===== src/include/ethSwitch_settings.svh =====
// Switch-wide constants. Port 2 and port 3 MAC layout assumes exactly four ports
// Queue depths must be powers of two
`ifndef ETHSWITCH_SETTINGS_SVH
`define ETHSWITCH_SETTINGS_SVH

`define NumPorts        4                   // Switch ports
`define UplinkPorts     2                   // Ports 0 and 1 learn their host MAC
`define MaxFrameBytes   64                  // Largest frame after SFD
`define DataQueueDepth  128                 // Byte items per lane
`define InfoQueueDepth  4                   // Packets per lane
`define InterPacketGap  12                  // Idle cycles between transmitted packets
`define SfdByte         8'hD5
`define CompanyId       24'hFA610E          // Upper 24 bits of the local MACs
`define PsMacField      16'h0300            // Middle field of port 2 MAC
`define RtMacField      16'h1394            // Middle field of port 3 MAC
`define BroadcastMac    48'hFFFF_FFFF_FFFF
`endif


===== src/source/ethSwitchPkg.sv =====
// Types shared by the switch blocks
// Byte status encoding: 01 first, 10 last, 11 last of an errored frame
`include "ethSwitch_settings.svh"

package ethSwitchPkg;

  typedef logic [47:0] macAddrT;
  typedef logic [`NumPorts-1:0] portMaskT;   // One bit per output port
  typedef logic [1:0] portIdxT;

  typedef enum logic [1:0] {
    statNone  = 2'b00,
    statFirst = 2'b01,   // First destination byte
    statLast  = 2'b10,   // Final byte, clean frame
    statErr   = 2'b11    // Final byte, frame saw rxErr
  } byteStatT;

  // Queue item for frame bytes, 10 bits
  typedef struct packed {
    byteStatT   stat;
    logic [7:0] data;
  } byteItemT;

  // Queue item per packet, set when the frame was received with an error
  typedef logic infoItemT;

endpackage


===== src/source/txScheduler.sv =====
// Round-robin transmit of whole packets for one output port over its three lanes
// The info item is popped at grant so its error flag is ready by the last byte
// An output port must not go inactive while a packet is being sent
`include "ethSwitch_settings.svh"
`timescale 1ns/100ps

module txScheduler import ethSwitchPkg::*; (
  input  logic                         RxClk,
  input  logic                         rstN,
  input  logic [`NumPorts-2:0]         pktReady,
  input  byteItemT [`NumPorts-2:0]     laneItem,
  input  infoItemT [`NumPorts-2:0]     pktErr,
  input  logic                         txReady,
  output logic [`NumPorts-2:0]         rdEn,
  output logic [`NumPorts-2:0]         infoPop,
  output logic                         txEn,
  output logic [7:0]                   txD,
  output logic                         txErr
);

  localparam int NumLanes = `NumPorts - 1;
  localparam int GapW     = $clog2(`InterPacketGap + 1);

  logic [NumLanes-1:0] grant;              // One-hot while a packet is active
  portIdxT curLane, nxtLane;               // Last served and next candidate
  logic found, busy, startNow, endNow;
  logic [GapW-1:0] gapCnt;
  byteItemT curItem;

  assign busy     = |grant;
  assign curItem  = laneItem[curLane];
  assign endNow   = txEn & (curItem.stat == statLast || curItem.stat == statErr);
  assign startNow = ~busy & (gapCnt == '0) & found;

  // Search starts after the last served lane
  always_comb begin
    nxtLane = curLane;
    found   = 1'b0;
    for (int k = NumLanes; k >= 1; k--) begin
      if (pktReady[(int'(curLane) + k) % NumLanes]) begin
        nxtLane = portIdxT'((int'(curLane) + k) % NumLanes);
        found   = 1'b1;
      end
    end
  end

  always_comb begin
    rdEn    = '0;
    infoPop = '0;
    if (busy && txReady && !endNow)
      rdEn = grant;                        // Stop once the last byte shows up
    if (startNow)
      infoPop[nxtLane] = 1'b1;
  end

  always_ff @(posedge RxClk or negedge rstN) begin
    if (!rstN) begin
      grant   <= '0;
      curLane <= portIdxT'(NumLanes - 1);   // First pick goes to lane 0
      gapCnt  <= '0;
      txEn    <= 1'b0;
    end else begin
      txEn <= |rdEn;                        // Data arrives one cycle after pop
      if (startNow) begin
        grant   <= NumLanes'(1) << nxtLane;
        curLane <= nxtLane;
      end else if (endNow) begin
        grant  <= '0;
        gapCnt <= GapW'(`InterPacketGap);
      end else if (gapCnt != '0) begin
        gapCnt <= gapCnt - 1'b1;
      end
    end
  end

  // Output stage fed from the lane's registered read data
  assign txD   = txEn ? curItem.data : 8'h00;
  assign txErr = endNow & pktErr[curLane];

  assert property (@(posedge RxClk) disable iff (!rstN) $onehot0(grant));

endmodule


===== config.mk =====
export PLATFORM = sky130hd
export DESIGN_NAME = txScheduler
export DESIGN_NICKNAME = d
export VERILOG_FILES = /design/src/source/ethSwitchPkg.sv /design/src/source/txScheduler.sv
export VERILOG_INCLUDE_DIRS = /design/src /design/src/include
export SDC_FILE = /design/constraint.sdc
export NUM_CORES = 1
export LEC_CHECK = 0
export BUFFER_PORTS_ARGS = -buffer_cell sky130_fd_sc_hd__buf_2
export CORE_ASPECT_RATIO = 0.7
export CORE_MARGIN = 10
export CORE_UTILIZATION = 48
export CTS_CLUSTER_SIZE = 28
export DETAILED_ROUTE_END_ITERATION = 8
export GPL_ROUTABILITY_DRIVEN = 0
export PLACE_DENSITY_LB_ADDON = 0.1
export SLEW_MARGIN = 20
export SYNTH_ARGS = -nofsm -noshare
export SYNTH_HDL_FRONTEND = slang
export SYNTH_SLANG_ARGS = --single-unit

===== constraint.sdc =====
create_clock -name RxClk -period 5.5 [get_ports RxClk]
set_clock_uncertainty 0.1 [all_clocks]
set_input_delay 1.1 -clock RxClk [delete_from_list [all_inputs] [get_ports RxClk]]
set_output_delay 1.1 -clock RxClk [all_outputs]
set_load 0.1 [all_outputs]

==> run metrics <==
H-Tree Depth=1; commonest non-fill, non-tap cell in the layout=buf_2; endpoints failing hold=0; status=complete, no violations; Rel. slew slack=0.541; fin util=0.633; Max Cap Viol=0; Cell Area, Synth=1050 µm²; highest-delay cell along the critical path=dfstp_2; synth top area cells=dfrtp_1 (21%), mux2i_1 (10%), o21ai_0 (8.1%); Int Pwr=0.000345 W; router iterations before antenna repair=4; path type of the worst setup path=reg2out; IO Count=55; Max stage delay on crit path=810 ps; Final setup viols=0; Antenna Diode Count=0; total congestion overflow=0; CTS tree=yes; Worst VDD drop=280 µV; Final Hold Slack=422 ps; clock root cell=clkbuf_4; Rows=14; remaining antenna violation count=0; Nets=225; Post-Synthesis Cells=131; Routed WL per cell=14.9 µm; area leader, netlist=dfrtp_1; Clk pwr share=0.080; Post-route DRC=0; share of power burned in registers=0.206; cts hold-fix bufs=0; Reg clk slew, reported paths=70 ps; RSZ-0062 raised after global routing=false; fraction of registers with async set/reset=1.00; min setup slack post-route=1220 ps; Synthesized Nets=175; CP Capture Type=output pin; Die Area=4500 µm²; Post-synth EDFFs=0; register area share after synthesis=0.238; design area=1340 µm²; Mean Syn Cell Area=8.05 µm²; Num CTS Buffers=3; Netlist cell types=41; warnings from Yosys=0; initial core utilization=0.498; worst hold-check path type=reg2reg; setup_tns=0 ps; critical-path cell list=ha_1, a22o_1, a211oi_2, o221a_1, or2_1, nor3_1, buf_2; Power Dens Cells=617 nW/µm²; worst path arrival time=3080 ps; die width=76.0 µm; vias in the first global route=1,078; largest net degree at the start of global routing=17; die height=59.2 µm; initial antenna violation count=0; IO buf count=51; net switching power=0.000483 W; Clock Latency Late Sink=260 ps; post-synth top area share=0.214; global-route wire length before repair=5040 µm; Min Clock Period, post-route=4280 ps; Max Clk Rate=234 MHz; switching portion of total power=0.583; post-CTS setup buffers=0; via count=1,133; Core ar.=2120 µm²; Worst EP required=4300 ps; measured slew at the worst slew-check pin=684 ps; post-cts repair resize count=0; First DRT Iteration DRCs=48; TritonCTS Sinks=10; fin. max-slew vios=0; synth-to-layout area growth=27.3%; most frequent cells in the layout=buf_2 (51), nand2_1 (18), o21ai_0 (17); CP Max Fanout=15; Comb power frac=0.714; Synth Flop Type=dfrtp_1; #FFs+latches synth=10; leak pwr=0.675 nW; share of layout cells above drive strength 1=0.378; fin crit share=0.779; startpoint types=flip-flop; Post-DP Area=1310 µm²; DP HPWL=2540 µm; Clock Path Buffers=2; all-layer global routing usage=0.131; Vias per Instance=5.34; DRT Wirelength=3160 µm; Place WS=1480 ps
metal layers:
layer | GRT usage | vias to the layer above | part of all wire
met3 | 0.0333 | 0 | 0.061
met1 | 0.165 | 517 | 0.47
met5 | 0 | - | 0
met4 | 0.00806 | 0 | 0
met2 | 0.229 | 57 | 0.47
li1 | - | 559 | -
logic make-up (layout without fill, tap and decap cells):
| family | count (synthesis) | after routing | share of synthesized area |
|---|---|---|---|
| buffers and inverters | 13 | 62 | 0.0664 |
| adders and majority gates | 5 | 5 | 0.0593 |
| xor gates and xnor gates | 1 | 1 | 0.00831 |
| and+or+nand+nor | 51 | 51 | 0.253 |
| AOI/OAI and AO/OA | 40 | 40 | 0.270 |
| DFF | 10 | 10 | 0.238 |
| muxes | 11 | 11 | 0.104 |
power by group through the flow:
stage,Clock [W],Sequential (W),Combinational (W)
after floorplan,0,0.000157,0.000505
after global placement,0,0.000167,0.000572
after detailed placement,0,0.000171,0.000588
after CTS,0.0000684,0.000170,0.000590
after global routing,0.0000726,0.000177,0.000642
final,0.0000659,0.000171,0.000592
flip-flops by register name, indices dropped and copies added (netlist names):
register  count
gapCnt        4
txEn          1
grant         3
curLane       2
synthesized netlist by cell type (all sizes together) (2+ instances only):
cell / instances
a21oi: 4
a22o: 3
a31oi: 2
and2: 9
and3: 3
buf: 5
dfrtp: 9
ha: 5
inv: 7
mux2i: 11
nand2: 18
nand2b: 2
nor2: 7
nor2b: 4
nor3: 2
o21ai: 19
o221a: 2
o31ai: 3
or2: 2
or3: 2
stage by stage:
stage,power (W),std cells
2_1_floorplan,0.000662,131
3_3_place_gp,0.000739,208
3_5_place_dp,0.000759,208
4_1_cts,0.000828,212
5_1_grt,0.000891,212
6_report,0.000828,212
critical path, delay by kind of cell (launching register included):
kind | cells | cell delay [ps]
DFF | 1 | 810
AOI/OAI and AO/OA | 3 | 550
and+or+nand+nor | 2 | 550
buffers and inverters | 1 | 450
adders and majority gates | 1 | 440
path summary, 6_finish.rpt:
| kind | depth (start not counted) | from | endpoint | slack (ps) |
|---|---|---|---|---|
| hold reg to reg | 2 | grant[2] | grant[2] | 420 |
| setup reg to reg | 6 | curLane[1] | gapCnt[3] | 2870 |
| hold / removal | 2 | grant[2] | grant[2] | 420 |
| setup / recovery | 7 | curLane[1] | infoPop[1] | 1220 |
| min in group asynchronous | 1 | rstN | gapCnt[3] | 580 |
| max in group asynchronous | 1 | rstN | curLane[1] | 4460 |
area by class of cell:
cell class                 count  area (µm²)
clock buffer                   4        36.3
fill                         204         777
inverter                       7        26.3
multi-input combinational    108         733
sequential                    10         251
tap                           32        40.0
timing repair buffer          51         255
Power figures use the tool's default switching activity.
