`src/include/ethSwitch_settings.svh`:
```
// Switch-wide constants. Port 2 and port 3 MAC layout assumes exactly four ports
// Queue depths must be powers of two
`ifndef ETHSWITCH_SETTINGS_SVH
`define ETHSWITCH_SETTINGS_SVH

`define NumPorts        4                   // Switch ports
`define UplinkPorts     2                   // Ports 0 and 1 learn their host MAC
`define MaxFrameBytes   64                  // Largest frame after SFD
`define DataQueueDepth  128                 // Byte items per lane
`define InfoQueueDepth  4                   // Packets per lane
`define InterPacketGap  12                  // Idle cycles between transmitted packets
`define SfdByte         8'hD5
`define CompanyId       24'hFA610E          // Upper 24 bits of the local MACs
`define PsMacField      16'h0300            // Middle field of port 2 MAC
`define RtMacField      16'h1394            // Middle field of port 3 MAC
`define BroadcastMac    48'hFFFF_FFFF_FFFF
`endif

```
`src/source/ethSwitchPkg.sv`:
```
// Types shared by the switch blocks
// Byte status encoding: 01 first, 10 last, 11 last of an errored frame
`include "ethSwitch_settings.svh"

package ethSwitchPkg;

  typedef logic [47:0] macAddrT;
  typedef logic [`NumPorts-1:0] portMaskT;   // One bit per output port
  typedef logic [1:0] portIdxT;

  typedef enum logic [1:0] {
    statNone  = 2'b00,
    statFirst = 2'b01,   // First destination byte
    statLast  = 2'b10,   // Final byte, clean frame
    statErr   = 2'b11    // Final byte, frame saw rxErr
  } byteStatT;

  // Queue item for frame bytes, 10 bits
  typedef struct packed {
    byteStatT   stat;
    logic [7:0] data;
  } byteItemT;

  // Queue item per packet, set when the frame was received with an error
  typedef logic infoItemT;

endpackage

```
`src/source/forwardDecision.sv`:
```
// Destination mask per input port. Assumes four ports: uplinks 0 and 1, local ports 2 and 3
// Uplinks keep the source MAC of the last frame they received
`include "ethSwitch_settings.svh"
`timescale 1ns/100ps

module forwardDecision import ethSwitchPkg::*; (
  input  logic                     RxClk,
  input  logic                     rstN,
  input  macAddrT [`NumPorts-1:0]  destMac,
  input  macAddrT [`NumPorts-1:0]  srcMac,
  input  logic [`NumPorts-1:0]     srcLearn,
  input  logic [`NumPorts-1:0]     portActive,
  input  logic [3:0]               boardId,
  output portMaskT [`NumPorts-1:0] fwdMask
);

  macAddrT [`UplinkPorts-1:0] hostMac;     // Learned host per uplink
  macAddrT psMac, rtMac;

  assign psMac = {`CompanyId, `PsMacField, 4'd0, boardId};
  assign rtMac = {`CompanyId, `RtMacField, 4'd0, boardId};

  always_ff @(posedge RxClk or negedge rstN) begin
    if (!rstN) begin
      hostMac <= {`UplinkPorts{`BroadcastMac}};
    end else begin
      for (int u = 0; u < `UplinkPorts; u++) begin
        if (!portActive[u])
          hostMac[u] <= `BroadcastMac;      // Forget while link is down
        else if (srcLearn[u])
          hostMac[u] <= srcMac[u];
      end
    end
  end

  for (genvar i = 0; i < `NumPorts; i++) begin : genIn
    logic isBcast;
    logic [`NumPorts-1:0] hit;            // Exact match per output port

    assign isBcast = (destMac[i] == `BroadcastMac);
    assign hit = {destMac[i] == rtMac, destMac[i] == psMac,
                  destMac[i] == hostMac[1], destMac[i] == hostMac[0]};

    for (genvar o = 0; o < `NumPorts; o++) begin : genOut
      if (o == i) begin : genSelf
        assign fwdMask[i][o] = 1'b0;        // Never back out the receiving port
      end else begin : genOther
        // Unknown unicast floods to the uplinks only
        assign fwdMask[i][o] = portActive[o] &
                               (isBcast | hit[o] | ((o < `UplinkPorts) & ~|hit));
      end
    end
  end

endmodule

```
`config.mk`:
```
export PLATFORM = sky130hd
export DESIGN_NAME = forwardDecision
export DESIGN_NICKNAME = d
export VERILOG_FILES = /design/src/source/ethSwitchPkg.sv /design/src/source/forwardDecision.sv
export VERILOG_INCLUDE_DIRS = /design/src /design/src/include
export SDC_FILE = /design/constraint.sdc
export NUM_CORES = 1
export LEC_CHECK = 0
export ABC_AREA = 1
export BUFFER_PORTS_ARGS = -buffer_cell sky130_fd_sc_hd__buf_2
export CAP_MARGIN = 10
export CORE_AREA = 2 2 161 163
export CTS_BUF_LIST = sky130_fd_sc_hd__clkbuf_8
export CTS_CLUSTER_SIZE = 40
export DETAILED_ROUTE_END_ITERATION = 8
export DIE_AREA = 0 0 163 165
export PLACE_DENSITY = 0.78
export SETUP_SLACK_MARGIN = 0.1
export SLEW_MARGIN = 30
export SYNTH_ARGS = -nofsm -noshare
export SYNTH_HDL_FRONTEND = slang
export SYNTH_SLANG_ARGS = --single-unit
```
`constraint.sdc`:
```
create_clock -name RxClk -period 1.6 [get_ports RxClk]
set_input_delay 0.32 -clock RxClk [delete_from_list [all_inputs] [get_ports RxClk]]
set_output_delay 0.32 -clock RxClk [all_outputs]
set_load 0.01 [all_outputs]
```
==> metrics.log <==
INFO  metric setup_repair_after_global_routing_missed_its_margin = true
INFO  metric cts_max_path_buffers = 2
INFO  metric cp_slowest_stage_delay = 0.61 ns
INFO  metric worst_slack = -0.982 ns
INFO  metric largest_register = hostMac
INFO  metric remaining_drc_errors = 0
INFO  metric r2r_setup_slack = 0.46 ns
INFO  metric number_of_hold_buffers_added_after_cts = 0
INFO  metric finalWirelength = 54,000 um
INFO  metric required = 1.28 ns
INFO  metric floorplan.die_area = 26,900 um2
INFO  metric drtAntennaViolNets = 0
INFO  metric critPathCaptureType = output pin
INFO  metric total_number_of_clock_tree_sinks = 96
INFO  metric cts.htree.levels = 3
INFO  metric critPathCapture = fwdMask[1]
INFO  metric failed_checks = setup timing
INFO  metric cell_with_the_most_instances_on_the_worst_path = sky130_fd_sc_hd__nand2_1
INFO  metric netlist-cell-type-count = 32
INFO  metric top_cell_type_s_share_of_synthesized_area = 0.253
INFO  metric core-area = 25,000 um2
INFO  metric timing.final.crit_period = 2.58 ns
INFO  metric relSlewSlack = 0.617
INFO  metric flip_flop_cell_with_the_highest_count_after_synthesis = sky130_fd_sc_hd__dfstp_2
INFO  metric p_leak = 8.85 nW
INFO  metric drt-initial-drc-count = 1,679
INFO  metric finalHoldViolations = 0
INFO  metric largest_register_ff_count = 96
INFO  metric async_flop_share = 1.00
INFO  metric portBuffers = 311
INFO  metric synth_top_cell_by_area = sky130_fd_sc_hd__nand2_1
INFO  metric global_route_wire_length_before_repair = 79,400 um
INFO  metric layout_worst_path_cycle_share = 1.61
INFO  metric area.growth.synth_to_final = 54.4%
INFO  metric timing.hold.ws = 0.110 ns
INFO  metric utilization = 0.681
INFO  metric timing.rr.end = hostMac[58]
INFO  metric rows = 58
INFO  metric rr_startpoint = hostMac[58]
INFO  metric timing.final.setup_violations = 12
INFO  metric met2WireLength = 24,400 um
INFO  metric grt.overflow.total = 0
INFO  metric start_util = 0.441
INFO  metric post-synth-top-count-cell = sky130_fd_sc_hd__nand2_1
INFO  metric setup.worst_path.start_class = flip-flop
INFO  metric worstRegToRegCells = 4
INFO  metric die_width = 163 um
INFO  metric classification_of_the_worst_setup_path = flip-flop to output pin
INFO  metric worst_setup_path_startpoint = hostMac[85]
INFO  metric top_routing_layer_in_use = met5
INFO  metric fin_worst_skew = 0 ns
INFO  metric outcome = finished with violations
INFO  metric vdd.ir_drop.worst = 355 uV
INFO  metric grt_antenna_before_repair = 1
INFO  metric worst-endpoint-arrival = 2.26 ns
INFO  metric preCtsSetupSlack = -0.727 ns
INFO  metric synth_common_cells = sky130_fd_sc_hd__nand2_1, sky130_fd_sc_hd__inv_1, sky130_fd_sc_hd__nor2_1, sky130_fd_sc_hd__xnor2_1, sky130_fd_sc_hd__a21oi_1
INFO  metric clk_latency = 0.42 ns
INFO  metric n_fill_cell = 2,287
INFO  metric max_clock_freq = 387 MHz
INFO  metric ys_seq_elements = 96
INFO  metric aggregate_global_route_resource_usage = 0.393
INFO  metric floorplan.die.height = 165 um
INFO  metric drt_first_pass_iters = 6
INFO  metric first_global_vias = 14,400
INFO  metric post-place-cells = 2,845
INFO  metric drt-vias-per-instance = 5.33
INFO  metric synth_edf_count = 0
INFO  metric met3_length = 5390 um
INFO  metric largest_net_degree_at_the_start_of_global_routing = 60
INFO  metric mapped_avg_cell_area = 5.73 um2
INFO  metric final_cells = 2,890
INFO  metric drive_gt1_frac = 0.403
INFO  metric worstPathCellList = buf_6 -> xnor2_2 -> nand2_1 -> nor2_2 -> nand2_1 -> nor2_2 -> nand3_1 -> nand2_1 -> inv_2 -> a21oi_4 -> buf_6
INFO  metric layout_top_registers = hostMac (96)
INFO  metric detail_route.wirelength.met1 = 21,100 um
INFO  metric seq_area_frac_synth = 0.228
INFO  metric routabilityCongestion = 1.04
INFO  metric pwr_density_cell = 530 nW/um2
INFO  metric cts_buffer_count = 9
INFO  metric io_pins = 414
INFO  metric main_area_contributors_after_synthesis = sky130_fd_sc_hd__nand2_1, sky130_fd_sc_hd__dfstp_2, sky130_fd_sc_hd__xnor2_1
INFO  metric worstMarginPinSlew = 0.574 ns
INFO  metric holdCritPathClass = input port to flip-flop
INFO  metric cts_tree = yes
INFO  metric routed_wire_length_per_instance = 18.7 um
INFO  metric drv.max_cap_violation_count = 0
INFO  metric yosys_warnings = 0
INFO  metric clock_tree.root_cell = sky130_fd_sc_hd__clkbuf_8
INFO  metric hpwl_reported_at_the_end_of_detailed_placement = 43,900 um
INFO  metric worst_setup_hold_path_clk_slew = 0.13 ns
INFO  metric max_slew_violation_total_from_the_final_report = 0
INFO  metric syn-instance-count = 1,928
INFO  metric final_nets = 2,952
INFO  metric critical_path.max_fanout = 3
INFO  metric detailroute.via_count = 15,400
INFO  metric syn-cell-area = 11,000 um2
INFO  metric slowest_cell_on_the_critical_path = sky130_fd_sc_hd__dfstp_2
[worst min path at each step]
stage / from / to / slack (ns) / cells past startpoint
2_1_floorplan: rstN / hostMac[0] / 0.17 / 0
3_3_place_gp: hostMac[87] / hostMac[87] / 0.51 / 2
3_5_place_dp: hostMac[43] / hostMac[43] / 0.52 / 2
4_1_cts: srcMac[55] / hostMac[55] / 0.11 / 3
5_1_grt: srcMac[56] / hostMac[56] / 0.13 / 3
6_report: srcMac[53] / hostMac[53] / 0.11 / 3
[cells in the final DEF, fill, tap and decap left out, types with 10 or more instances in the layout]
cell,n
sky130_fd_sc_hd__nand4_1,87
sky130_fd_sc_hd__nand3_1,28
sky130_fd_sc_hd__clkbuf_8,10
sky130_fd_sc_hd__a21oi_1,98
sky130_fd_sc_hd__inv_1,175
sky130_fd_sc_hd__buf_12,10
sky130_fd_sc_hd__dfstp_2,96
sky130_fd_sc_hd__buf_8,13
sky130_fd_sc_hd__nand3_2,11
sky130_fd_sc_hd__nor3_4,10
sky130_fd_sc_hd__o21ai_0,101
sky130_fd_sc_hd__nand2_2,43
sky130_fd_sc_hd__nand2_1,696
sky130_fd_sc_hd__nor3_2,11
sky130_fd_sc_hd__xnor2_1,178
sky130_fd_sc_hd__nor2_2,49
sky130_fd_sc_hd__buf_4,353
sky130_fd_sc_hd__buf_2,247
sky130_fd_sc_hd__nor2_4,14
sky130_fd_sc_hd__inv_2,64
sky130_fd_sc_hd__nor2_1,143
sky130_fd_sc_hd__buf_6,49
[area by class of cell]
class | count | area [um2] | share of cell area
clock inverters | 6 | 67.6 | 0.00396
diodes | 1 | 2.50 | 0.000147
clock buffers | 10 | 138 | 0.00808
well taps | 330 | 413 | 0.0242
repair buffers | 675 | 4860 | 0.285
multi-input cells | 1526 | 8100 | 0.475
inverters | 246 | 943 | 0.0554
flip-flops and latches | 96 | 2520 | 0.148
[what timing repair did]
action                     CTS  global route
gates resized for setup    223           152
setup endpoints to repair   12            12
setup buffers               23             5
pin swaps                   96            87
[where the power goes]
part / internal [mW] / switching, mW
clock network: 0.777 / 1.10
logic: 1.94 / 2.22
registers: 2.74 / 0.257
total: 5.46 / 3.57
[critical path: cells and delay by family (launching register included)]
kind                   cells  cell delay [ns]
AND/OR/NAND/NOR            6             0.65
buffers and inverters      3             0.29
XOR/XNOR                   1             0.11
flip-flops                 1             0.61
AO/OA/AOI/OAI              1             0.19
[routing by layer]
metal / vias up / global-route usage
met5: - / 0
met4: 2 / 0.201
met3: 187 / 0.0497
met2: 953 / 0.649
met1: 7025 / 0.504
li1: 7236 / -
[kinds of logic (layout without fill, tap and decap cells)]
group	Yosys count	after routing	share of synthesized area
buffers and inverters	309	937	0.110
other	1	5	0.000340
AO/OA/AOI/OAI	216	216	0.0985
AND/OR/NAND/NOR	1115	1115	0.411
XOR/XNOR	191	191	0.152
flip-flops	96	96	0.228
[through the flow]
stage               power, mW  instance area [um2]  setup TNS [ns]
floorplan                4.73                11200          -0.395
global placement         6.66                15400           -7.61
detailed placement       6.70                15400           -7.47
CTS                      8.81                16500           -7.51
global route             9.44                17000           -8.46
finish                   9.03                17000           -7.92
(Power assumes the default switching activity.)
