[config.mk]
export PLATFORM = sky130hd
export DESIGN_NAME = switchLane
export DESIGN_NICKNAME = d
export VERILOG_FILES = /design/src/source/ethSwitchPkg.sv /design/src/source/packetQueue.sv /design/src/source/switchLane.sv
export VERILOG_INCLUDE_DIRS = /design/src /design/src/include
export SDC_FILE = /design/constraint.sdc
export NUM_CORES = 1
export LEC_CHECK = 0
export ABC_AREA = 1
export BUFFER_PORTS_ARGS = -buffer_cell sky130_fd_sc_hd__buf_2
export CAP_MARGIN = 20
export CORE_ASPECT_RATIO = 1.1
export CORE_MARGIN = 3
export CORE_UTILIZATION = 45
export CTS_CLUSTER_SIZE = 20
export DETAILED_ROUTE_END_ITERATION = 8
export GPL_TIMING_DRIVEN = 1
export PLACE_DENSITY_LB_ADDON = 0.2
export REMOVE_ABC_BUFFERS = 1
export SETUP_SLACK_MARGIN = 0.2
export SLEW_MARGIN = 20
export SYNTH_ARGS = -nofsm -noshare
export SYNTH_HDL_FRONTEND = slang
export SYNTH_HIERARCHICAL = 1
export SYNTH_SLANG_ARGS = --single-unit
[constraint.sdc]
create_clock -name RxClk -period 4.2 [get_ports RxClk]
set_input_delay 1.26 -clock RxClk [delete_from_list [all_inputs] [get_ports RxClk]]
set_output_delay 1.26 -clock RxClk [all_outputs]
set_load 0.02 [all_outputs]
[src/include/ethSwitch_settings.svh]
// Switch-wide constants. Port 2 and port 3 MAC layout assumes exactly four ports
// Queue depths must be powers of two
`ifndef ETHSWITCH_SETTINGS_SVH
`define ETHSWITCH_SETTINGS_SVH

`define NumPorts        4                   // Switch ports
`define UplinkPorts     2                   // Ports 0 and 1 learn their host MAC
`define MaxFrameBytes   64                  // Largest frame after SFD
`define DataQueueDepth  128                 // Byte items per lane
`define InfoQueueDepth  4                   // Packets per lane
`define InterPacketGap  12                  // Idle cycles between transmitted packets
`define SfdByte         8'hD5
`define CompanyId       24'hFA610E          // Upper 24 bits of the local MACs
`define PsMacField      16'h0300            // Middle field of port 2 MAC
`define RtMacField      16'h1394            // Middle field of port 3 MAC
`define BroadcastMac    48'hFFFF_FFFF_FFFF
`endif

[src/source/ethSwitchPkg.sv]
// Types shared by the switch blocks
// Byte status encoding: 01 first, 10 last, 11 last of an errored frame
`include "ethSwitch_settings.svh"

package ethSwitchPkg;

  typedef logic [47:0] macAddrT;
  typedef logic [`NumPorts-1:0] portMaskT;   // One bit per output port
  typedef logic [1:0] portIdxT;

  typedef enum logic [1:0] {
    statNone  = 2'b00,
    statFirst = 2'b01,   // First destination byte
    statLast  = 2'b10,   // Final byte, clean frame
    statErr   = 2'b11    // Final byte, frame saw rxErr
  } byteStatT;

  // Queue item for frame bytes, 10 bits
  typedef struct packed {
    byteStatT   stat;
    logic [7:0] data;
  } byteItemT;

  // Queue item per packet, set when the frame was received with an error
  typedef logic infoItemT;

endpackage

[src/source/packetQueue.sv]
// Synchronous FIFO, read data registered one cycle after rdEn
// Depth must be a power of two; flush empties it in one cycle
`timescale 1ns/100ps

module packetQueue #(
  parameter type ItemT = logic [7:0],
  parameter int  Depth = 16
) (
  input  logic                       RxClk,
  input  logic                       rstN,
  input  logic                       flush,
  input  logic                       wrValid,
  input  ItemT                       wrItem,
  input  logic                       rdEn,
  output ItemT                       rdItem,
  output logic                       full,
  output logic                       empty,
  output logic [$clog2(Depth+1)-1:0] freeCount
);

  localparam int AddrW = $clog2(Depth);
  localparam int CntW  = $clog2(Depth + 1);

  ItemT mem [Depth];
  logic [AddrW-1:0] wrPtr, rdPtr;
  logic [CntW-1:0] count;                  // Items held
  logic doWr, doRd;

  assign doWr = wrValid & ~full;
  assign doRd = rdEn & ~empty;

  always_ff @(posedge RxClk or negedge rstN) begin
    if (!rstN) begin
      wrPtr <= '0;
      rdPtr <= '0;
      count <= '0;
    end else if (flush) begin
      wrPtr <= '0;
      rdPtr <= '0;
      count <= '0;
    end else begin
      if (doWr)
        wrPtr <= wrPtr + 1'b1;              // Wraps at Depth
      if (doRd)
        rdPtr <= rdPtr + 1'b1;
      count <= count + CntW'(doWr) - CntW'(doRd);
    end
  end

  always_ff @(posedge RxClk) begin
    if (doWr)
      mem[wrPtr] <= wrItem;
    if (doRd)
      rdItem <= mem[rdPtr];
  end

  assign full      = (count == CntW'(Depth));
  assign empty     = (count == '0);
  assign freeCount = CntW'(Depth) - count;

  // Writers and readers are expected to look at the flags first
  assert property (@(posedge RxClk) disable iff (!rstN) !(wrValid && full));
  assert property (@(posedge RxClk) disable iff (!rstN) !(rdEn && empty));

endmodule

[src/source/switchLane.sv]
// One input-to-output path. A packet is taken whole or dropped at its first byte
// Frames longer than MaxFrameBytes are not supported
`include "ethSwitch_settings.svh"
`timescale 1ns/100ps

module switchLane import ethSwitchPkg::*; (
  input  logic     RxClk,
  input  logic     rstN,
  input  byteItemT inItem,
  input  logic     inValid,
  input  logic     fwdBit,                 // Forward decision, sampled at the first byte
  input  logic     outActive,
  input  logic     rdEn,
  input  logic     infoPop,
  output byteItemT rdItem,
  output logic     pktReady,
  output infoItemT pktErr
);

  logic isFirst, isEnd, roomOk, accepting, acceptNow;
  logic dataWr, infoWr, infoFull, infoEmpty;
  logic [$clog2(`DataQueueDepth+1)-1:0] dataFree;
  infoItemT infoIn;

  assign isFirst = inValid & (inItem.stat == statFirst);
  assign isEnd   = inValid & (inItem.stat == statLast || inItem.stat == statErr);
  assign roomOk  = (dataFree >= `MaxFrameBytes) & ~infoFull;   // Room for a whole frame

  // Accept decision is made on the first byte and held to the end
  assign acceptNow = outActive & (isFirst ? (fwdBit & roomOk) : accepting);
  assign dataWr    = inValid & acceptNow;
  assign infoWr    = isEnd & acceptNow;
  assign infoIn    = (inItem.stat == statErr);   // Error mark rides on the final byte

  always_ff @(posedge RxClk or negedge rstN) begin
    if (!rstN)
      accepting <= 1'b0;
    else if (!outActive || isEnd)
      accepting <= 1'b0;
    else if (isFirst)
      accepting <= fwdBit & roomOk;
  end

  packetQueue #(.ItemT(byteItemT), .Depth(`DataQueueDepth)) dataQ (
    .RxClk, .rstN,
    .flush(~outActive), .wrValid(dataWr), .wrItem(inItem), .rdEn,
    .rdItem, .full(), .empty(), .freeCount(dataFree)
  );

  packetQueue #(.ItemT(infoItemT), .Depth(`InfoQueueDepth)) infoQ (
    .RxClk, .rstN,
    .flush(~outActive), .wrValid(infoWr), .wrItem(infoIn), .rdEn(infoPop),
    .rdItem(pktErr), .full(infoFull), .empty(infoEmpty), .freeCount()
  );

  assign pktReady = ~infoEmpty;            // Whole packet stored

endmodule

==> flow_summary.ini, run 1 <==
[global_routing]
antenna_found_initial = 3
track_usage = 0.242
grt_pass1_wl_um = 234000
grt_pass1_vias = 37519
gr-total-overflow = 0
grt_max_degree = 167

[run]
maxCapViolCount = 0

[worst_setup_path]
cp-end-kind = flop
cp_max_fo = 166
worstPathRequired_ns = 4.68
cp-start-kind = flop
crit_arrival_ns = 4.00
timing.rr.start = dataQ/rdPtr[0]
worstSetupPathType = flop to flop
worstSetupStartpoint = dataQ/rdPtr[0]

[pwr]
vdd_drop_max_v = 0.000406
powerDensity_nw_per_um2 = 485
finalPower_mw = 31.1
p_leak_nw = 25.4

[cells_and_area]
fillerInstances = 10940
drive_gt1_frac = 0.0853
multiInputGateArea_um2 = 13600
final_cell_mix = nand2_1, edfxtp_1, nor2_1, inv_1, nand3_1
diodes = 0
register_area_um2 = 39600
layout_commonest_cell = nand2_1
nets = 5576
synthToLayoutAreaGrowth_pct = 13.0

[sta]
grt_setup_unrepaired = false
fmax_ghz = 0.284
setup_viol = 0
tightest_slew_ns = 0.997
fin_tns_setup_ns = 0
report.final.slew_viol_count = 0
slew_headroom = 0.335
fin_skew_ns = 0.0275
period_share = 0.838
finalCriticalPeriod_ns = 3.52
hold_viol = 0

[clocking]
cts_tree = built
cts.sinks = 1325
clock_path_buffers = 3
ctsHtreeMaxLevel = 4
path_clk_slew_ns = 0.06
cts_setup_buffers = 0
post_cts_resize_count = 0
clock-root-buffer = clkbuf_16
insertion_delay_ns = 0.76
hold_buffers = 0
cts-buffers-inserted = 139

[place]
portBuffers = 28
place.gp.congestion = 0.863
dp_hpwl_um = 94900

[detailed_routing]
postRouteAntennaNets = 0
drt-initial-drc-count = 4058
post-route-drc-count = 1
routedWlPerCell_um = 21.5
route.vias.total = 38278
wl_um = 157000
first_pass_iters = 7
via_per_inst = 5.26

[floorplan]
fp-row-count = 135
initial_core_util = 0.456
dieArea_um2 = 130000
die-height_um = 378
core-area_um2 = 124000
die_w_um = 344
boundaryPins = 29

[hold_path]
hold_path.class = primary input to async pin

[outcome]
violations = DRC
status = finished, violations left

[logic_synthesis]
postSynthCellCount = 5385
syn-mean-instance-area_um2 = 10.5
synth_area_um2 = 56700
yosysWarnings = 6
## metal layers
| metal | track usage | share of wire | up-vias |
|---|---|---|---|
| li1 | - | - | 18014 |
| met1 | 0.331 | 0.42 | 18638 |
| met4 | 0.0808 | 0.030 | 0 |
| met5 | 0 | 0 | - |
| met2 | 0.399 | 0.48 | 1357 |
| met3 | 0.0354 | 0.066 | 269 |
## registers in the layout (all words and copies together), names as in the netlist
name,flops
dataQ/wrPtr,7
dataQ/rdItem,10
infoQ/wrPtr,2
infoQ/count,3
infoQ/rdPtr,2
dataQ/count,8
accepting,1
infoQ/mem,4
dataQ/rdPtr,7
dataQ/mem,1280
infoQ/rdItem,1
## path summary, 6_finish.rpt
kind,to,slack (ns),cells past startpoint
max,dataQ/rdItem[9],0.68,13
min,infoQ/count[1],0.57,1
max reg2reg,dataQ/rdItem[9],0.68,13
min reg2reg,infoQ/rdItem,0.57,2
max in group asynchronous,dataQ/rdPtr[2],3.06,1
min in group RxClk,infoQ/rdItem,0.57,2
## metrics by stage
step	instance area, µm²	instances	util	hold WS (ns)	worst slack (ns)
after CTS	64100	7282	0.516	0.530	0.726
after global placement	59800	7033	0.481	0.548	0.187
after global routing	64100	7282	0.516	0.578	0.369
after floorplan	55300	5110	-	0.519	-17.67
after detailed placement	59800	7033	0.481	0.553	0.282
final	64100	7282	0.516	0.569	0.682
## layout make-up
class,count,area share
Timing Repair Buffer,279,0.0375
Clock buffer,175,0.0589
Inverter,541,0.0321
Multi-Input combinational cell,3244,0.212
Sequential cell,1325,0.619
Clock inverter,74,0.00797
Tap cell,1644,0.0321
## critical path, cell delays in order (launching register included)
cell	delay, ns
dfrtp_4	0.83
inv_16	0.28
buf_12	0.41
buf_4	0.18
nand2_1	0.06
nand2_1	0.05
nand2_1	0.05
nand3_1	0.13
nand3_1	0.17
nand2_1	0.07
nand2_1	0.09
nor2_1	0.08
nor2_1	0.45
nor2_1	0.11
## power breakdown
group / internal (mW) / switching, mW
Clock: 6.65 / 5.00
Combinational: 1.32 / 3.36
Sequential: 14.6 / 0.105
Total: 22.6 / 8.47
(Power assumes the default switching activity.)
==> inputs of run 2 (changes only) <==
==> constraint.sdc (replaced) <==
create_clock -name RxClk -period 3.1 [get_ports RxClk]
set_input_delay 0.93 -clock RxClk [delete_from_list [all_inputs] [get_ports RxClk]]
set_output_delay 0.93 -clock RxClk [all_outputs]
set_load 0.02 [all_outputs]
==> run 2 against run 1 <==
  * Cell area rose by 4.2%
  * Non-clock buffer count rose by 150
  * Fmax rose by 15%
  * Global-route usage barely moved
  * The flow now finishes without violations
  * Critical endpoint is now dataQ/count[6]
  * Critical path type unchanged
  * Largest cell class unchanged
  * Utilization rose by 2.1 points
  * Count of clock-buffer cells in the layout rose by 6
  * Critical path depth rose by 11
==> flow_summary.ini, run 2 (synthesis results as in run 1) <==
[run]
maxCapViolCount = 0

[sta]
grt_setup_unrepaired = true
setup_viol = 0
tightest_slew_ns = 0.993
fin_skew_ns = 0.0222
period_share = 0.989
slew_headroom = 0.337
hold_viol = 0
report.final.slew_viol_count = 0
fmax_ghz = 0.326
finalCriticalPeriod_ns = 3.07

[clocking]
cts_tree = built
clock_path_buffers = 3
cts-buffers-inserted = 137
cts.sinks = 1325
path_clk_slew_ns = 0.06
hold_buffers = 0
ctsHtreeMaxLevel = 4
insertion_delay_ns = 0.77
clock-root-buffer = clkbuf_16

[floorplan]
dieArea_um2 = 130000
core-area_um2 = 124000
die-height_um = 378
initial_core_util = 0.456
fp-row-count = 135
die_w_um = 344
boundaryPins = 29

[worst_setup_path]
max_stage_delay_ns = 0.39
cp_cell_sequence = inv_2 > ha_4 > nand4_1 > xor2_1 > inv_1 > nand2_1 > nand2_1 > nand2_1 > nand3_2 > nor2_2 > nand2_2 > ha_4 > inv_2 > ha_4 > fa_2 > inv_2 > nor2_2 > o21ai_1 > nand2_1 > nand2_1 > nand2_1 > a21oi_2 > a21oi_1 > and2_1
cp-start-kind = flop
worstSetupPathType = flop to flop
cp-end-kind = flop
cp_max_fo = 3
crit_arrival_ns = 3.73
crit_top_cell = nand2_1
critPathSlowestCell = dfrtp_1
worstPathRequired_ns = 3.77

[place]
portBuffers = 28
place.gp.congestion = 0.888
placed_cells = 7115
dp_hpwl_um = 98600

[outcome]
status = complete, no violations

[pwr]
power_frac_seq = 0.465
clockPowerShare = 0.368
finalPower_mw = 42.8
p_leak_nw = 26.5
powerDensity_nw_per_um2 = 641
p_int_mw = 30.9
vdd_drop_max_v = 0.000594
switching_power_mw = 11.8
switching_share = 0.277
combPwrFrac = 0.168

[hold_path]
hold_path.class = primary input to async pin

[cells_and_area]
largest_reg_flops = 1280
largestRegisters = dataQ/mem: 1280 flops, dataQ/rdItem: 10 flops, dataQ/count: 8 flops
synthToLayoutAreaGrowth_pct = 17.7
fin_cells = 7433
multiInputGateArea_um2 = 14200
drive_gt1_frac = 0.125
layout_commonest_cell = nand2_1
regMostFlops = dataQ/mem
final_cell_mix = nand2_1, edfxtp_1, nor2_1, nand3_1, inv_1
register_area_um2 = 39600
fillerInstances = 10761
nets = 5724

[detailed_routing]
first_pass_iters = 6
via_per_inst = 5.27
routedWlPerCell_um = 21.6
route.vias.total = 39192
drt-initial-drc-count = 4230
postRouteAntennaNets = 0
post-route-drc-count = 0
wl_um = 161000

[global_routing]
grt.busiest_layer = met2
met3_usage = 0.0322
antenna_found_initial = 1
gr-total-overflow = 0
track_usage = 0.242
grt_pass1_vias = 37612
grt_use_met2 = 0.397
grt_max_degree = 90
grt_pass1_wl_um = 234000
met1_usage = 0.332
run 2: layout make-up:
class,instances,share of cell area
Inverter,541,0.0309
Timing Repair Buffer,429,0.0675
Antenna cell,1,0.0000375
Clock inverter,68,0.00889
Sequential cell,1325,0.594
Multi-Input combinational cell,3244,0.213
Tap cell,1644,0.0308
Clock buffer,181,0.0546
run 2: critical path: cells and delay by family, from the launching register on:
kind / cells / cell delay (ns)
AND/OR/NAND/NOR: 12 / 0.91
flip-flops: 1 / 0.39
buffers and inverters: 4 / 0.26
adder cells (fa/ha/maj): 4 / 0.90
AO/OA/AOI/OAI: 3 / 0.31
XOR/XNOR: 1 / 0.16
run 2: what timing repair did:
action                     CTS  global route
resized for setup           27           334
setup buffers                3            15
setup endpoints to repair  115          1292
pin swaps                    4            10
gates cloned                 0            50
run 2: path summary, 6_finish.rpt:
kind	startpoint	end	slack (ns)	cells after the start
setup / recovery	dataQ/count[5]	dataQ/count[6]	0.03	24
hold / removal	rstN	infoQ/count[2]	0.26	1
setup reg to reg	dataQ/count[5]	dataQ/count[6]	0.03	24
hold reg to reg	infoQ/mem[0]	infoQ/rdItem	0.60	2
max in group asynchronous	rstN	dataQ/rdPtr[2]	2.20	1
min in group RxClk	infoPop	infoQ/rdPtr[0]	0.49	4
run 2: routing by layer:
layer / up-vias / part of all wire
met5: - / 0
met4: 0 / 0.031
met3: 281 / 0.070
met2: 1522 / 0.48
met1: 19030 / 0.42
li1: 18359 / -
run 2: power by group through the flow:
stage          logic (mW)  registers [mW]  clock network, mW
2_1_floorplan        3.91            20.7                  0
5_1_grt              7.88            19.9               16.7
3_3_place_gp         6.85            20.2                  0
6_report             7.17            19.9               15.7
3_5_place_dp         6.86            20.3                  0
4_1_cts              6.96            19.9               16.0
run 2: per-stage QoR:
step	worst slack (ns)	hold WS [ns]	util	cell area [µm²]	setup TNS, ns
final	0.0344	0.263	0.537	66700	0
after global routing	-0.234	0.272	0.537	66700	-0.409
after CTS	-0.00225	0.222	0.524	65100	-0.00225
after detailed placement	-0.379	0.590	0.489	60800	-0.685
after global placement	-0.401	0.552	0.489	60800	-0.637
after floorplan	-18.77	0.519	-	55300	-276.80
