## src/include/ethSwitch_settings.svh

```systemverilog
// Switch-wide constants. Port 2 and port 3 MAC layout assumes exactly four ports
// Queue depths must be powers of two
`ifndef ETHSWITCH_SETTINGS_SVH
`define ETHSWITCH_SETTINGS_SVH

`define NumPorts        4                   // Switch ports
`define UplinkPorts     2                   // Ports 0 and 1 learn their host MAC
`define MaxFrameBytes   64                  // Largest frame after SFD
`define DataQueueDepth  128                 // Byte items per lane
`define InfoQueueDepth  4                   // Packets per lane
`define InterPacketGap  12                  // Idle cycles between transmitted packets
`define SfdByte         8'hD5
`define CompanyId       24'hFA610E          // Upper 24 bits of the local MACs
`define PsMacField      16'h0300            // Middle field of port 2 MAC
`define RtMacField      16'h1394            // Middle field of port 3 MAC
`define BroadcastMac    48'hFFFF_FFFF_FFFF
`endif

```

## src/source/ethSwitchPkg.sv

```systemverilog
// Types shared by the switch blocks
// Byte status encoding: 01 first, 10 last, 11 last of an errored frame
`include "ethSwitch_settings.svh"

package ethSwitchPkg;

  typedef logic [47:0] macAddrT;
  typedef logic [`NumPorts-1:0] portMaskT;   // One bit per output port
  typedef logic [1:0] portIdxT;

  typedef enum logic [1:0] {
    statNone  = 2'b00,
    statFirst = 2'b01,   // First destination byte
    statLast  = 2'b10,   // Final byte, clean frame
    statErr   = 2'b11    // Final byte, frame saw rxErr
  } byteStatT;

  // Queue item for frame bytes, 10 bits
  typedef struct packed {
    byteStatT   stat;
    logic [7:0] data;
  } byteItemT;

  // Queue item per packet, set when the frame was received with an error
  typedef logic infoItemT;

endpackage

```

## src/source/rxFrameParser.sv

```systemverilog
// Receive side of one port. Preamble is dropped up to SFD; frames need at least 12 bytes
// Output lags input by 7 cycles; srcMac is valid from the srcLearn pulse onward
`include "ethSwitch_settings.svh"
`timescale 1ns/100ps

module rxFrameParser import ethSwitchPkg::*; (
  input  logic       RxClk,
  input  logic       rstN,
  input  logic       rxValid,
  input  logic [7:0] rxD,
  input  logic       rxErr,
  output byteItemT   outItem,
  output logic       outValid,
  output macAddrT    destMac,
  output macAddrT    srcMac,
  output logic       srcLearn
);

  localparam int DelayLen = 7;

  typedef enum logic [1:0] {stIdle, stPreamble, stFrame} rxStateT;

  rxStateT rxState;
  logic frameByte;                          // Byte after SFD on the input
  logic [3:0] byteCnt;                      // Header byte index, saturates at 12
  logic [47:0] hdr;                         // Last six input bytes
  logic [DelayLen-1:0][7:0] dlyD;
  logic [DelayLen-1:0] dlyE;
  logic [DelayLen:0] dlyV;                  // One extra stage to spot the first byte
  logic isFirst, isLast, errAcc, frameErr;

  assign frameByte = rxValid & (rxState == stFrame);

  always_ff @(posedge RxClk or negedge rstN) begin
    if (!rstN) begin
      rxState  <= stIdle;
      byteCnt  <= 4'd0;
      srcLearn <= 1'b0;
      dlyV     <= '0;
      frameErr <= 1'b0;
    end else begin
      srcLearn <= frameByte & (byteCnt == 4'd11);   // Sixth source byte
      dlyV     <= {dlyV[DelayLen-1:0], frameByte};
      if (dlyV[DelayLen-1])
        frameErr <= errAcc;
      if (frameByte && byteCnt != 4'd12)
        byteCnt <= byteCnt + 4'd1;
      case (rxState)
        stIdle, stPreamble: begin
          if (!rxValid) begin
            rxState <= stIdle;
          end else if (rxD == `SfdByte) begin
            rxState <= stFrame;                 // SFD itself is not kept
            byteCnt <= 4'd0;
          end else begin
            rxState <= stPreamble;
          end
        end
        default: begin
          if (!rxValid)
            rxState <= stIdle;
        end
      endcase
    end
  end

  // Delay line and header capture
  always_ff @(posedge RxClk) begin
    dlyD <= {dlyD[DelayLen-2:0], rxD};
    dlyE <= {dlyE[DelayLen-2:0], rxErr & frameByte};
    if (frameByte)
      hdr <= {hdr[39:0], rxD};
    if (dlyV[DelayLen-2] && !dlyV[DelayLen-1])
      destMac <= hdr;                         // All six dest bytes in, first byte leaves next
    if (frameByte && byteCnt == 4'd11)
      srcMac <= {hdr[39:0], rxD};
  end

  assign isFirst = dlyV[DelayLen-1] & ~dlyV[DelayLen];
  assign isLast  = dlyV[DelayLen-1] & ~dlyV[DelayLen-2];   // Look ahead one stage
  assign errAcc  = (frameErr & ~isFirst) | dlyE[DelayLen-1];

  assign outValid     = dlyV[DelayLen-1];
  assign outItem.data = dlyD[DelayLen-1];
  assign outItem.stat = isFirst ? statFirst :
                        isLast  ? (errAcc ? statErr : statLast) : statNone;

  // A frame too short to hold its header would collapse first and last
  assert property (@(posedge RxClk) disable iff (!rstN) !(isFirst && isLast));

endmodule

```

## config.mk

```make
export PLATFORM = sky130hd
export DESIGN_NAME = rxFrameParser
export DESIGN_NICKNAME = d
export VERILOG_FILES = /design/src/source/ethSwitchPkg.sv /design/src/source/rxFrameParser.sv
export VERILOG_INCLUDE_DIRS = /design/src /design/src/include
export SDC_FILE = /design/constraint.sdc
export NUM_CORES = 1
export LEC_CHECK = 0
export BUFFER_PORTS_ARGS = -buffer_cell sky130_fd_sc_hd__buf_4
export CAP_MARGIN = 20
export CORE_MARGIN = 3
export CORE_UTILIZATION = 41
export CTS_CLUSTER_SIZE = 14
export DETAILED_ROUTE_END_ITERATION = 10
export GPL_TIMING_DRIVEN = 1
export MAX_ROUTING_LAYER = met4
export SETUP_SLACK_MARGIN = 0.02
export SLEW_MARGIN = 20
export SYNTH_ARGS = -nofsm -noshare
export SYNTH_HDL_FRONTEND = slang
export SYNTH_SLANG_ARGS = --single-unit
export TNS_END_PERCENT = 50
```

## constraint.sdc

```tcl
create_clock -name RxClk -period 4.2 [get_ports RxClk]
set_input_delay 0 -clock RxClk [delete_from_list [all_inputs] [get_ports RxClk]]
set_output_delay 0 -clock RxClk [all_outputs]
set_load 0.02 [all_outputs]
```

==> results of run 1 <==
[kinds of logic after synthesis]
kind of cell | after synthesis
buffers and inverters | 13
AO/OA/AOI/OAI | 14
AND/OR/NAND/NOR | 18
flip-flops | 223
adder cells (fa/ha/maj) | 2
[cells in the final DEF, fill, tap and decap left out, drive strengths merged]
cell type and instances:
a21boi 1, nand3 1, nand3b 2, o21a 1, nor3 1, o21ai 4
nand4b 1, and3 1, nor2b 1, nand2b 1, dfxtp 63, a21oi 4
inv 6, edfxtp 144, and4b 1, bufinv 2, a211oi 1, nand4bb 1
dfrtp 16, buf 122, clkbuf 29, nor4 1, nand2 1, a41oi 1
nor2 3, and2 2, a22o 1, ha 2, dlygate4sd3 12, clkinv 7
clkinvlp 1, a311oi 1, or3 1
[final cells by class]
| class | count | area [um^2] |
|---|---|---|
| fill | 1134 | 6580 |
| sequential | 223 | 5990 |
| timing repair buffer | 134 | 1040 |
| clock buffer | 29 | 598 |
| multi-input combinational | 34 | 249 |
| tap | 184 | 230 |
| clock inverter | 11 | 108 |
| inverter | 5 | 18.8 |
[metal layers]
metal | track usage [%] | share of wire, % | up-vias
li1 | - | - | 1299
met1 | 16.1 | 45 | 1360
met2 | 17.2 | 47 | 105
met3 | 2.87 | 7.0 | 12
met4 | 3.73 | 1.8 | 0
met5 | - | 0 | -
[stage by stage]
| stage | std cells | total power, W | hold slack, ps | utilization [%] | setup slack [ps] |
|---|---|---|---|---|---|
| floorplan | 270 | 0.00241 | -296 | - | 1080 |
| global placement | 568 | 0.00243 | -134 | 50.0 | 2090 |
| detailed placement | 568 | 0.00243 | -128 | 50.0 | 1990 |
| CTS | 620 | 0.00431 | 180 | 55.5 | 1980 |
| global route | 620 | 0.00442 | 186 | 55.5 | 1860 |
| finish | 620 | 0.00425 | 200 | 55.5 | 2020 |
[power by group]
part           total [W]  internal [W]  switching, W
logic          0.0000407     0.0000214     0.0000194
clock network    0.00186       0.00113      0.000736
registers        0.00235       0.00234    0.00000793
[critical path: stages, from the launching register on]
cell and delay (ps):
dfrtp_1 420, ha_1 210, and4b_2 780, buf_4 430
[state kept, by name, summed over array words and instances (netlist names)]
name / cells
frameErr: 1
srcMac: 48
dlyE: 7
rxState: 2
dlyV: 8
hdr: 48
outItem: 8
byteCnt: 4
srcLearn: 1
dlyD: 48
destMac: 48
[how the worst max path moves through the flow]
stage	from	endpoint
floorplan	dlyV[6]	destMac[0]
global placement	byteCnt[0]	srcMac[25]
detailed placement	byteCnt[0]	srcMac[25]
CTS	byteCnt[0]	srcMac[34]
global route	byteCnt[0]	srcMac[33]
finish	byteCnt[0]	srcMac[34]
[synthesized netlist by cell type (2+ instances only)]
| library cell | number |
|---|---|
| edfxtp_1 | 144 |
| dfxtp_1 | 63 |
| dfrtp_1 | 16 |
| buf_4 | 8 |
| a21oi_1 | 4 |
| inv_1 | 4 |
| o21ai_0 | 4 |
| nor2_1 | 3 |
| and2_1 | 2 |
| ha_1 | 2 |
[what timing repair did]
action,4_1_cts,5_1_grt
gates resized for setup,0,0
setup buffers,0,0
hold buffers,12,0
hold endpoints to repair,45,0
==> impl_metrics.tcl, run 1 <==
set metrics [dict create \
    status "completed" \
    start_util_pct 42.6 \
    insertion_delay_ps 480 \
    numCtsBuffers 22 \
    ctsLongestPathBuffers 3 \
    rr_worst_depth 3 \
    synth_flop_cell "edfxtp_1" \
    die_x_um 130 \
    synth_fa_ha_area_share_pct 0.397 \
    period_minus_slack_ps 2180 \
    timing_hold_violations_final 0 \
    grt_pass1_wl_mm 14.7 \
    reg2reg_slack_ps 2020 \
    start_kind "register" \
    grt_max_degree 55 \
    synthMuxAreaShare_pct 0 \
    synthesis.area_um2 6300 \
    core_area_um2 14800 \
    hold_path_class "in2reg" \
    routedWlPerCell_um 15.7 \
    drc 0 \
    layout.nets 434 \
    critical_path_class "reg2reg" \
    fin_worst_skew_ps 11.9 \
    syn-num-nets 284 \
    gr-total-overflow 0 \
    period_share_pct 52.0 \
    syn_area_per_cell_um2 23.4 \
    min_path_cells 2 \
    slew_headroom_pct 47.2 \
    yosysTopAreaCell "edfxtp_1" \
    clk_pin_slew_ps 60 \
    synth_area_leaders "edfxtp_1 (69%), dfxtp_1 (20%), dfrtp_1 (6.4%)" \
    grt_usage_pct 11.6 \
    finalSetupViolCount 0 \
    r2r_end "srcMac[34]" \
    h-tree-depth 1 \
    synthXorXnorAreaFrac_pct 0 \
    ys_seq_elements 223 \
    synth_cell_type_count 30 \
    placed_area_um2 7400 \
    synth_edf_count 144 \
    worstMarginPinSlew_ps 792 \
    synth_compound_area_share_pct 1.41 \
    rows 44 \
    hold_path_startpoint "rxD[4]" \
    ys_warn_count 0 \
    drive_gt1_share_pct 36.0 \
    fmax_mhz 458 \
    cts_tree "built" \
    syn2layout_area_growth_pct 30.5 \
    drt_iter0_drc 121 \
    num_antenna_cells 0 \
    synth_top_family_by_area "simple AND/OR/NAND/NOR gates" \
    drv_slew 0 \
    ys_seq_area_share_pct 94.9 \
    antenna_found_initial 0 \
    vdd_drop_max_v 0.000329 \
    cp_data_required_time_ps 4340 \
    clock_sinks 223 \
    via_per_inst 4.48 \
    drtPass1Iterations 4 \
    crit_fanout 29 \
    drv_cap 0 \
    totalWireLength_mm 9.76 \
    antenna_left 0 \
    io-pin-count 120 \
    die_h_um 130 \
    fin_area_um2 8230 \
    grt_pass1_vias 2705 \
    rsz0062_at_grt "no" \
    crit_arrival_ps 2330 \
    syn_inst 270 \
    holdPathEnd "dlyD[4]" \
    r2r_start "byteCnt[0]" \
    synthSimpleGateAreaFrac_pct 2.00 \
    endpoint_kind "register" \
    finalSetupTns_ps 0 \
    hpwlAfterDp_mm 6.21 \
    p_per_area_nw_per_um2 517 \
    port_buffers 119 \
    yosysTopAreaCellShare_pct 68.6 \
    vias 2776 \
    p_leak_nw 3.13 \
    gp_routability_congestion 0.690 \
    async_flop_share_pct 7.17 \
    cts-root-buf "clkbuf_16" \
    dieArea_um2 16900 \
]
(Power assumes the default switching activity.)
==> inputs of run 2 (changes only) <==
==> constraint.sdc (replaced) <==
create_clock -name RxClk -period 2.25 [get_ports RxClk]
set_input_delay 0 -clock RxClk [delete_from_list [all_inputs] [get_ports RxClk]]
set_output_delay 0 -clock RxClk [all_outputs]
set_load 0.02 [all_outputs]
==> run 2 against run 1 <==
Against the previous run:
- critical path depth up 2
- largest cell class unchanged
- via count up 0.86%
- critical endpoint is now byteCnt[3]
- global-route usage about the same
- largest power group unchanged
- cell count up 0.16%
- die area unchanged
- count of clock-buffer cells in the layout up 5
==> impl_metrics.tcl, run 2 (synthesis gave the netlist of run 1 again) <==
set metrics [dict create \
    routed.top_layer "met4" \
    finalSetupTns_ps 0 \
    clk_pin_slew_ps 60 \
    gp_routability_congestion 0.702 \
    hold_path_class "in2reg" \
    core_area_um2 14800 \
    holdPathEnd "dlyD[0]" \
    slew_headroom_pct 48.7 \
    rsz0062_at_grt "no" \
    insertion_delay_ps 490 \
    routedWlPerCell_um 16.1 \
    syn2layout_area_growth_pct 31.6 \
    num_antenna_cells 0 \
    met3_wirelength_um 699 \
    grt_usage_pct 11.7 \
    timing_hold_violations_final 0 \
    grt_pass1_wl_mm 14.5 \
    drt_iter0_drc 226 \
    vdd_drop_max_v 0.000489 \
    antenna_found_initial 0 \
    start_util_pct 42.6 \
    worstMarginPinSlew_ps 767 \
    final_cell_mix "edfxtp_1 (144), buf_4 (122), dfxtp_1 (63)" \
    crit_arrival_ps 2160 \
    drtPass1Iterations 4 \
    rows 44 \
    placed_area_um2 7420 \
    fmax_mhz 565 \
    drv_cap 0 \
    drv_slew 0 \
    h-tree-depth 1 \
    grt_max_degree 55 \
    cts_resized 0 \
    ctsLongestPathBuffers 3 \
    antenna_left 0 \
    drc 0 \
    crit_fanout 54 \
    finalSetupViolCount 0 \
    grt_pass1_vias 2677 \
    period_share_pct 78.7 \
    whs_ps 183 \
    fin_area_um2 8300 \
    min_path_cells 2 \
    cp_data_required_time_ps 2640 \
    status "completed" \
    cts_tree "built" \
    fin_worst_skew_ps 6.00 \
    via_per_inst 4.51 \
    gr-total-overflow 0 \
    hpwlAfterDp_mm 6.28 \
    die_x_um 130 \
    io-pin-count 120 \
    p_leak_nw 3.18 \
    start_kind "register" \
    r2r_end "byteCnt[3]" \
    totalWireLength_mm 10.0 \
    endpoint_kind "register" \
    cts-root-buf "clkbuf_16" \
    r2r_start "rxState[0]" \
    hold_path_startpoint "rxD[0]" \
    p_per_area_nw_per_um2 981 \
    final_common_cell "edfxtp_1" \
    vias 2800 \
    port_buffers 119 \
    reg2reg_slack_ps 480 \
    rr_worst_depth 5 \
    met1Wirelength_mm 4.34 \
    critical_path_class "reg2reg" \
    layout.nets 435 \
    dieArea_um2 16900 \
    numCtsBuffers 22 \
    period_minus_slack_ps 1770 \
    wl_met2_mm 4.72 \
    die_h_um 130 \
    drive_gt1_share_pct 37.3 \
    clock_sinks 223 \
]
-- run 2: changes by cell type in the layout (fill, tap and decap cells not counted), sizes merged --
cell,before,now
inv,6,8
buf,122,123
clkbuf,29,34
bufinv,2,1
clkinv,7,2
clkinvlp,1,0
-- run 2: final cells by class --
| cell class | instances | area [um^2] |
|---|---|---|
| repair buffers | 135 | 1060 |
| fillers | 1118 | 6510 |
| clock inverters | 6 | 58.8 |
| inverters | 5 | 18.8 |
| well taps | 184 | 230 |
| flip-flops and latches | 223 | 5990 |
| clock buffers | 34 | 698 |
| multi-input cells | 34 | 249 |
-- run 2: what timing repair did --
item,in CTS,in global routing
hold endpoints to repair,45,0
buffers inserted,0,0
hold buffers,12,0
endpoints found under the setup margin,0,0
-- run 2: worst max-delay path by stage --
stage / slack, ps / endpoint / startpoint / cells after the start
2_1_floorplan: -670 / srcMac[0] / rxState[0] / 3
3_3_place_gp: 610 / byteCnt[3] / rxState[0] / 5
3_5_place_dp: 450 / byteCnt[3] / rxState[0] / 5
4_1_cts: 440 / byteCnt[3] / rxState[0] / 5
5_1_grt: 380 / byteCnt[3] / rxState[0] / 5
6_report: 480 / byteCnt[3] / rxState[0] / 5
-- run 2: per-layer routing --
metal,up-vias,global-route usage [%]
met5,-,-
li1,1301,-
met2,110,18.2
met4,0,4.40
met3,19,3.07
met1,1370,14.8
-- run 2: report_power, final --
part	internal (W)	total, W	switching (W)
Sequential	0.00437	0.00439	0.0000145
Combinational	0.0000400	0.0000783	0.0000382
Clock	0.00226	0.00367	0.00142
Total	0.00667	0.00814	0.00147
-- run 2: per-stage QoR --
stage          setup slack (ps)  utilization, %  total power (W)  std cells
2_1_floorplan              -673               -          0.00450        270
3_3_place_gp                607            50.1          0.00453        569
3_5_place_dp                448            50.1          0.00454        569
4_1_cts                     436            56.0          0.00823        621
5_1_grt                     377            56.0          0.00841        621
6_report                    479            56.0          0.00814        621
-- run 2: worst max-delay path, stage by stage, from the launching register on --
cell and delay, ps:
dfrtp_1 380, nand3b_4 180, inv_2 70, buf_4 540, a41oi_1 230, a211oi_1 280
==> inputs of run 3 (changes only) <==
==> constraint.sdc (replaced) <==
create_clock -name RxClk -period 1.8 [get_ports RxClk]
set_input_delay 0 -clock RxClk [delete_from_list [all_inputs] [get_ports RxClk]]
set_output_delay 0 -clock RxClk [all_outputs]
set_load 0.02 [all_outputs]
==> run 3 against run 2 <==
Against the previous run:
- sequential power up 25%
- critical endpoint is now srcMac[38]
- highest routed layer unchanged
- sequential share of layout area up 0.065 points
- largest power group unchanged
- design area about the same
- maximum frequency up 12%
- setup slack worse by 260 ps
- clock power up 19%
==> impl_metrics.tcl, run 3 (synthesis gave the netlist of run 1 again) <==
set metrics [dict create \
    critPathTopFamily "flip-flops" \
    die_x_um 130 \
    p_per_area_nw_per_um2 1200 \
    grt_max_degree 55 \
    cts-root-buf "clkbuf_16" \
    num_antenna_cells 0 \
    insertion_delay_ps 480 \
    drc 0 \
    slew_headroom_pct 51.4 \
    crit_path_top_delay_cell "dfrtp_1" \
    start_kind "register" \
    crit_fanout 23 \
    ctsLongestPathBuffers 3 \
    cp_data_required_time_ps 1970 \
    finalSetupViolCount 0 \
    antenna_found_initial 0 \
    p_seq_share_pct 55.0 \
    internal-power_w 0.00820 \
    dieArea_um2 16900 \
    gp_routability_congestion 0.723 \
    drtPass1Iterations 4 \
    routedWlPerCell_um 16.2 \
    crit_arrival_ps 1760 \
    drv_slew 0 \
    status "completed" \
    gr-total-overflow 0 \
    dp_cells 570 \
    whs_ps 199 \
    drive_gt1_share_pct 36.3 \
    fin_worst_skew_ps 9.47 \
    timing_hold_violations_final 0 \
    vdd_drop_max_v 0.000609 \
    clock_sinks 223 \
    cts_tree "built" \
    period_minus_slack_ps 1580 \
    numCtsBuffers 22 \
    p_comb_share_pct 1.0 \
    clkPwrFrac_pct 44.0 \
    drt_iter0_drc 169 \
    totalWireLength_mm 10.0 \
    grt_pass1_wl_mm 14.9 \
    period_share_pct 87.9 \
    clk_pin_slew_ps 60 \
    rows 44 \
    hold_path_class "in2reg" \
    start_util_pct 42.6 \
    crit_chain "ha_1 -> and4b_4 -> buf_12" \
    slowest_delay_ps 420 \
    antenna_left 0 \
    p_total_w 0.00996 \
    layout.nets 436 \
    instances_no_fill 622 \
    vias 2782 \
    grt_pass1_vias 2754 \
    grt_usage_pct 11.8 \
    finalSetupTns_ps 0 \
    die_h_um 130 \
    io-pin-count 120 \
    fmax_mhz 632 \
    critical_path_buf_inv_count 1 \
    fin_area_um2 8290 \
    via_per_inst 4.47 \
    p_leak_nw 3.15 \
    critical_path_class "reg2reg" \
    core_area_um2 14800 \
    placed_area_um2 7460 \
    syn2layout_area_growth_pct 31.5 \
    final_cell_mix "edfxtp_1 (144), buf_4 (121), dfxtp_1 (63)" \
    power.switching_w 0.00176 \
    endpoint_kind "register" \
    worstMarginPinSlew_ps 727 \
    hpwlAfterDp_mm 6.36 \
    switching_share_pct 17.7 \
    port_buffers 119 \
    h-tree-depth 1 \
    drv_cap 0 \
    rsz0062_at_grt "no" \
    final_common_cell "edfxtp_1" \
]
run 3: timing repair:
item / in CTS / in global routing
gates resized for setup: 0 / 0
buffers inserted: 0 / 0
endpoints found under the hold margin: 45 / 0
setup endpoints to repair: 0 / 0
hold buffers: 12 / 0
run 3: metrics by stage:
stage,utilization [%],worst slack [ps]
global placement,50.4,281
floorplan,-,-182
CTS,56.0,217
finish,56.0,218
detailed placement,50.4,231
global route,56.0,148
run 3: area by class of cell:
cell class	count	area, um^2
fill	1126	6520
sequential	223	5990
timing repair buffer	136	1090
clock buffer	33	623
multi-input combinational	34	251
tap	184	230
clock inverter	7	88.8
inverter	5	21.3
run 3: routing by layer:
layer,track usage (%),share of wire (%),up-vias
li1,-,-,1300
met1,15.3,44,1368
met2,18.8,48,96
met3,2.50,5.8,18
met4,3.55,1.8,0
met5,-,0,-
run 3: power groups by stage:
stage,sequential (W),clock [W],combinational (W)
floorplan,0.00558,0,0.0000345
global placement,0.00559,0,0.0000757
detailed placement,0.00559,0,0.0000787
CTS,0.00548,0.00450,0.0000995
global route,0.00548,0.00472,0.000106
finish,0.00548,0.00438,0.0000965
run 3: path summary, 6_finish.rpt:
path / slack [ps] / endpoint / cells past startpoint / from
min in group asynchronous: 650 / byteCnt[0] / 3 / rstN
worst min-delay path: 200 / dlyD[1] / 2 / rxD[1]
max in group asynchronous: 690 / dlyV[3] / 3 / rstN
worst min register to register: 320 / dlyD[14] / 0 / dlyD[6]
worst max register to register: 220 / srcMac[38] / 3 / byteCnt[0]
worst max-delay path: 220 / srcMac[38] / 3 / byteCnt[0]
run 3: worst reg2reg max path, delay by kind of cell (launching register included):
kind / cells / cell delay [ps]
adder cells (fa/ha/maj): 1 / 230
flip-flops: 1 / 420
AND/OR/NAND/NOR: 1 / 400
buffers and inverters: 1 / 220
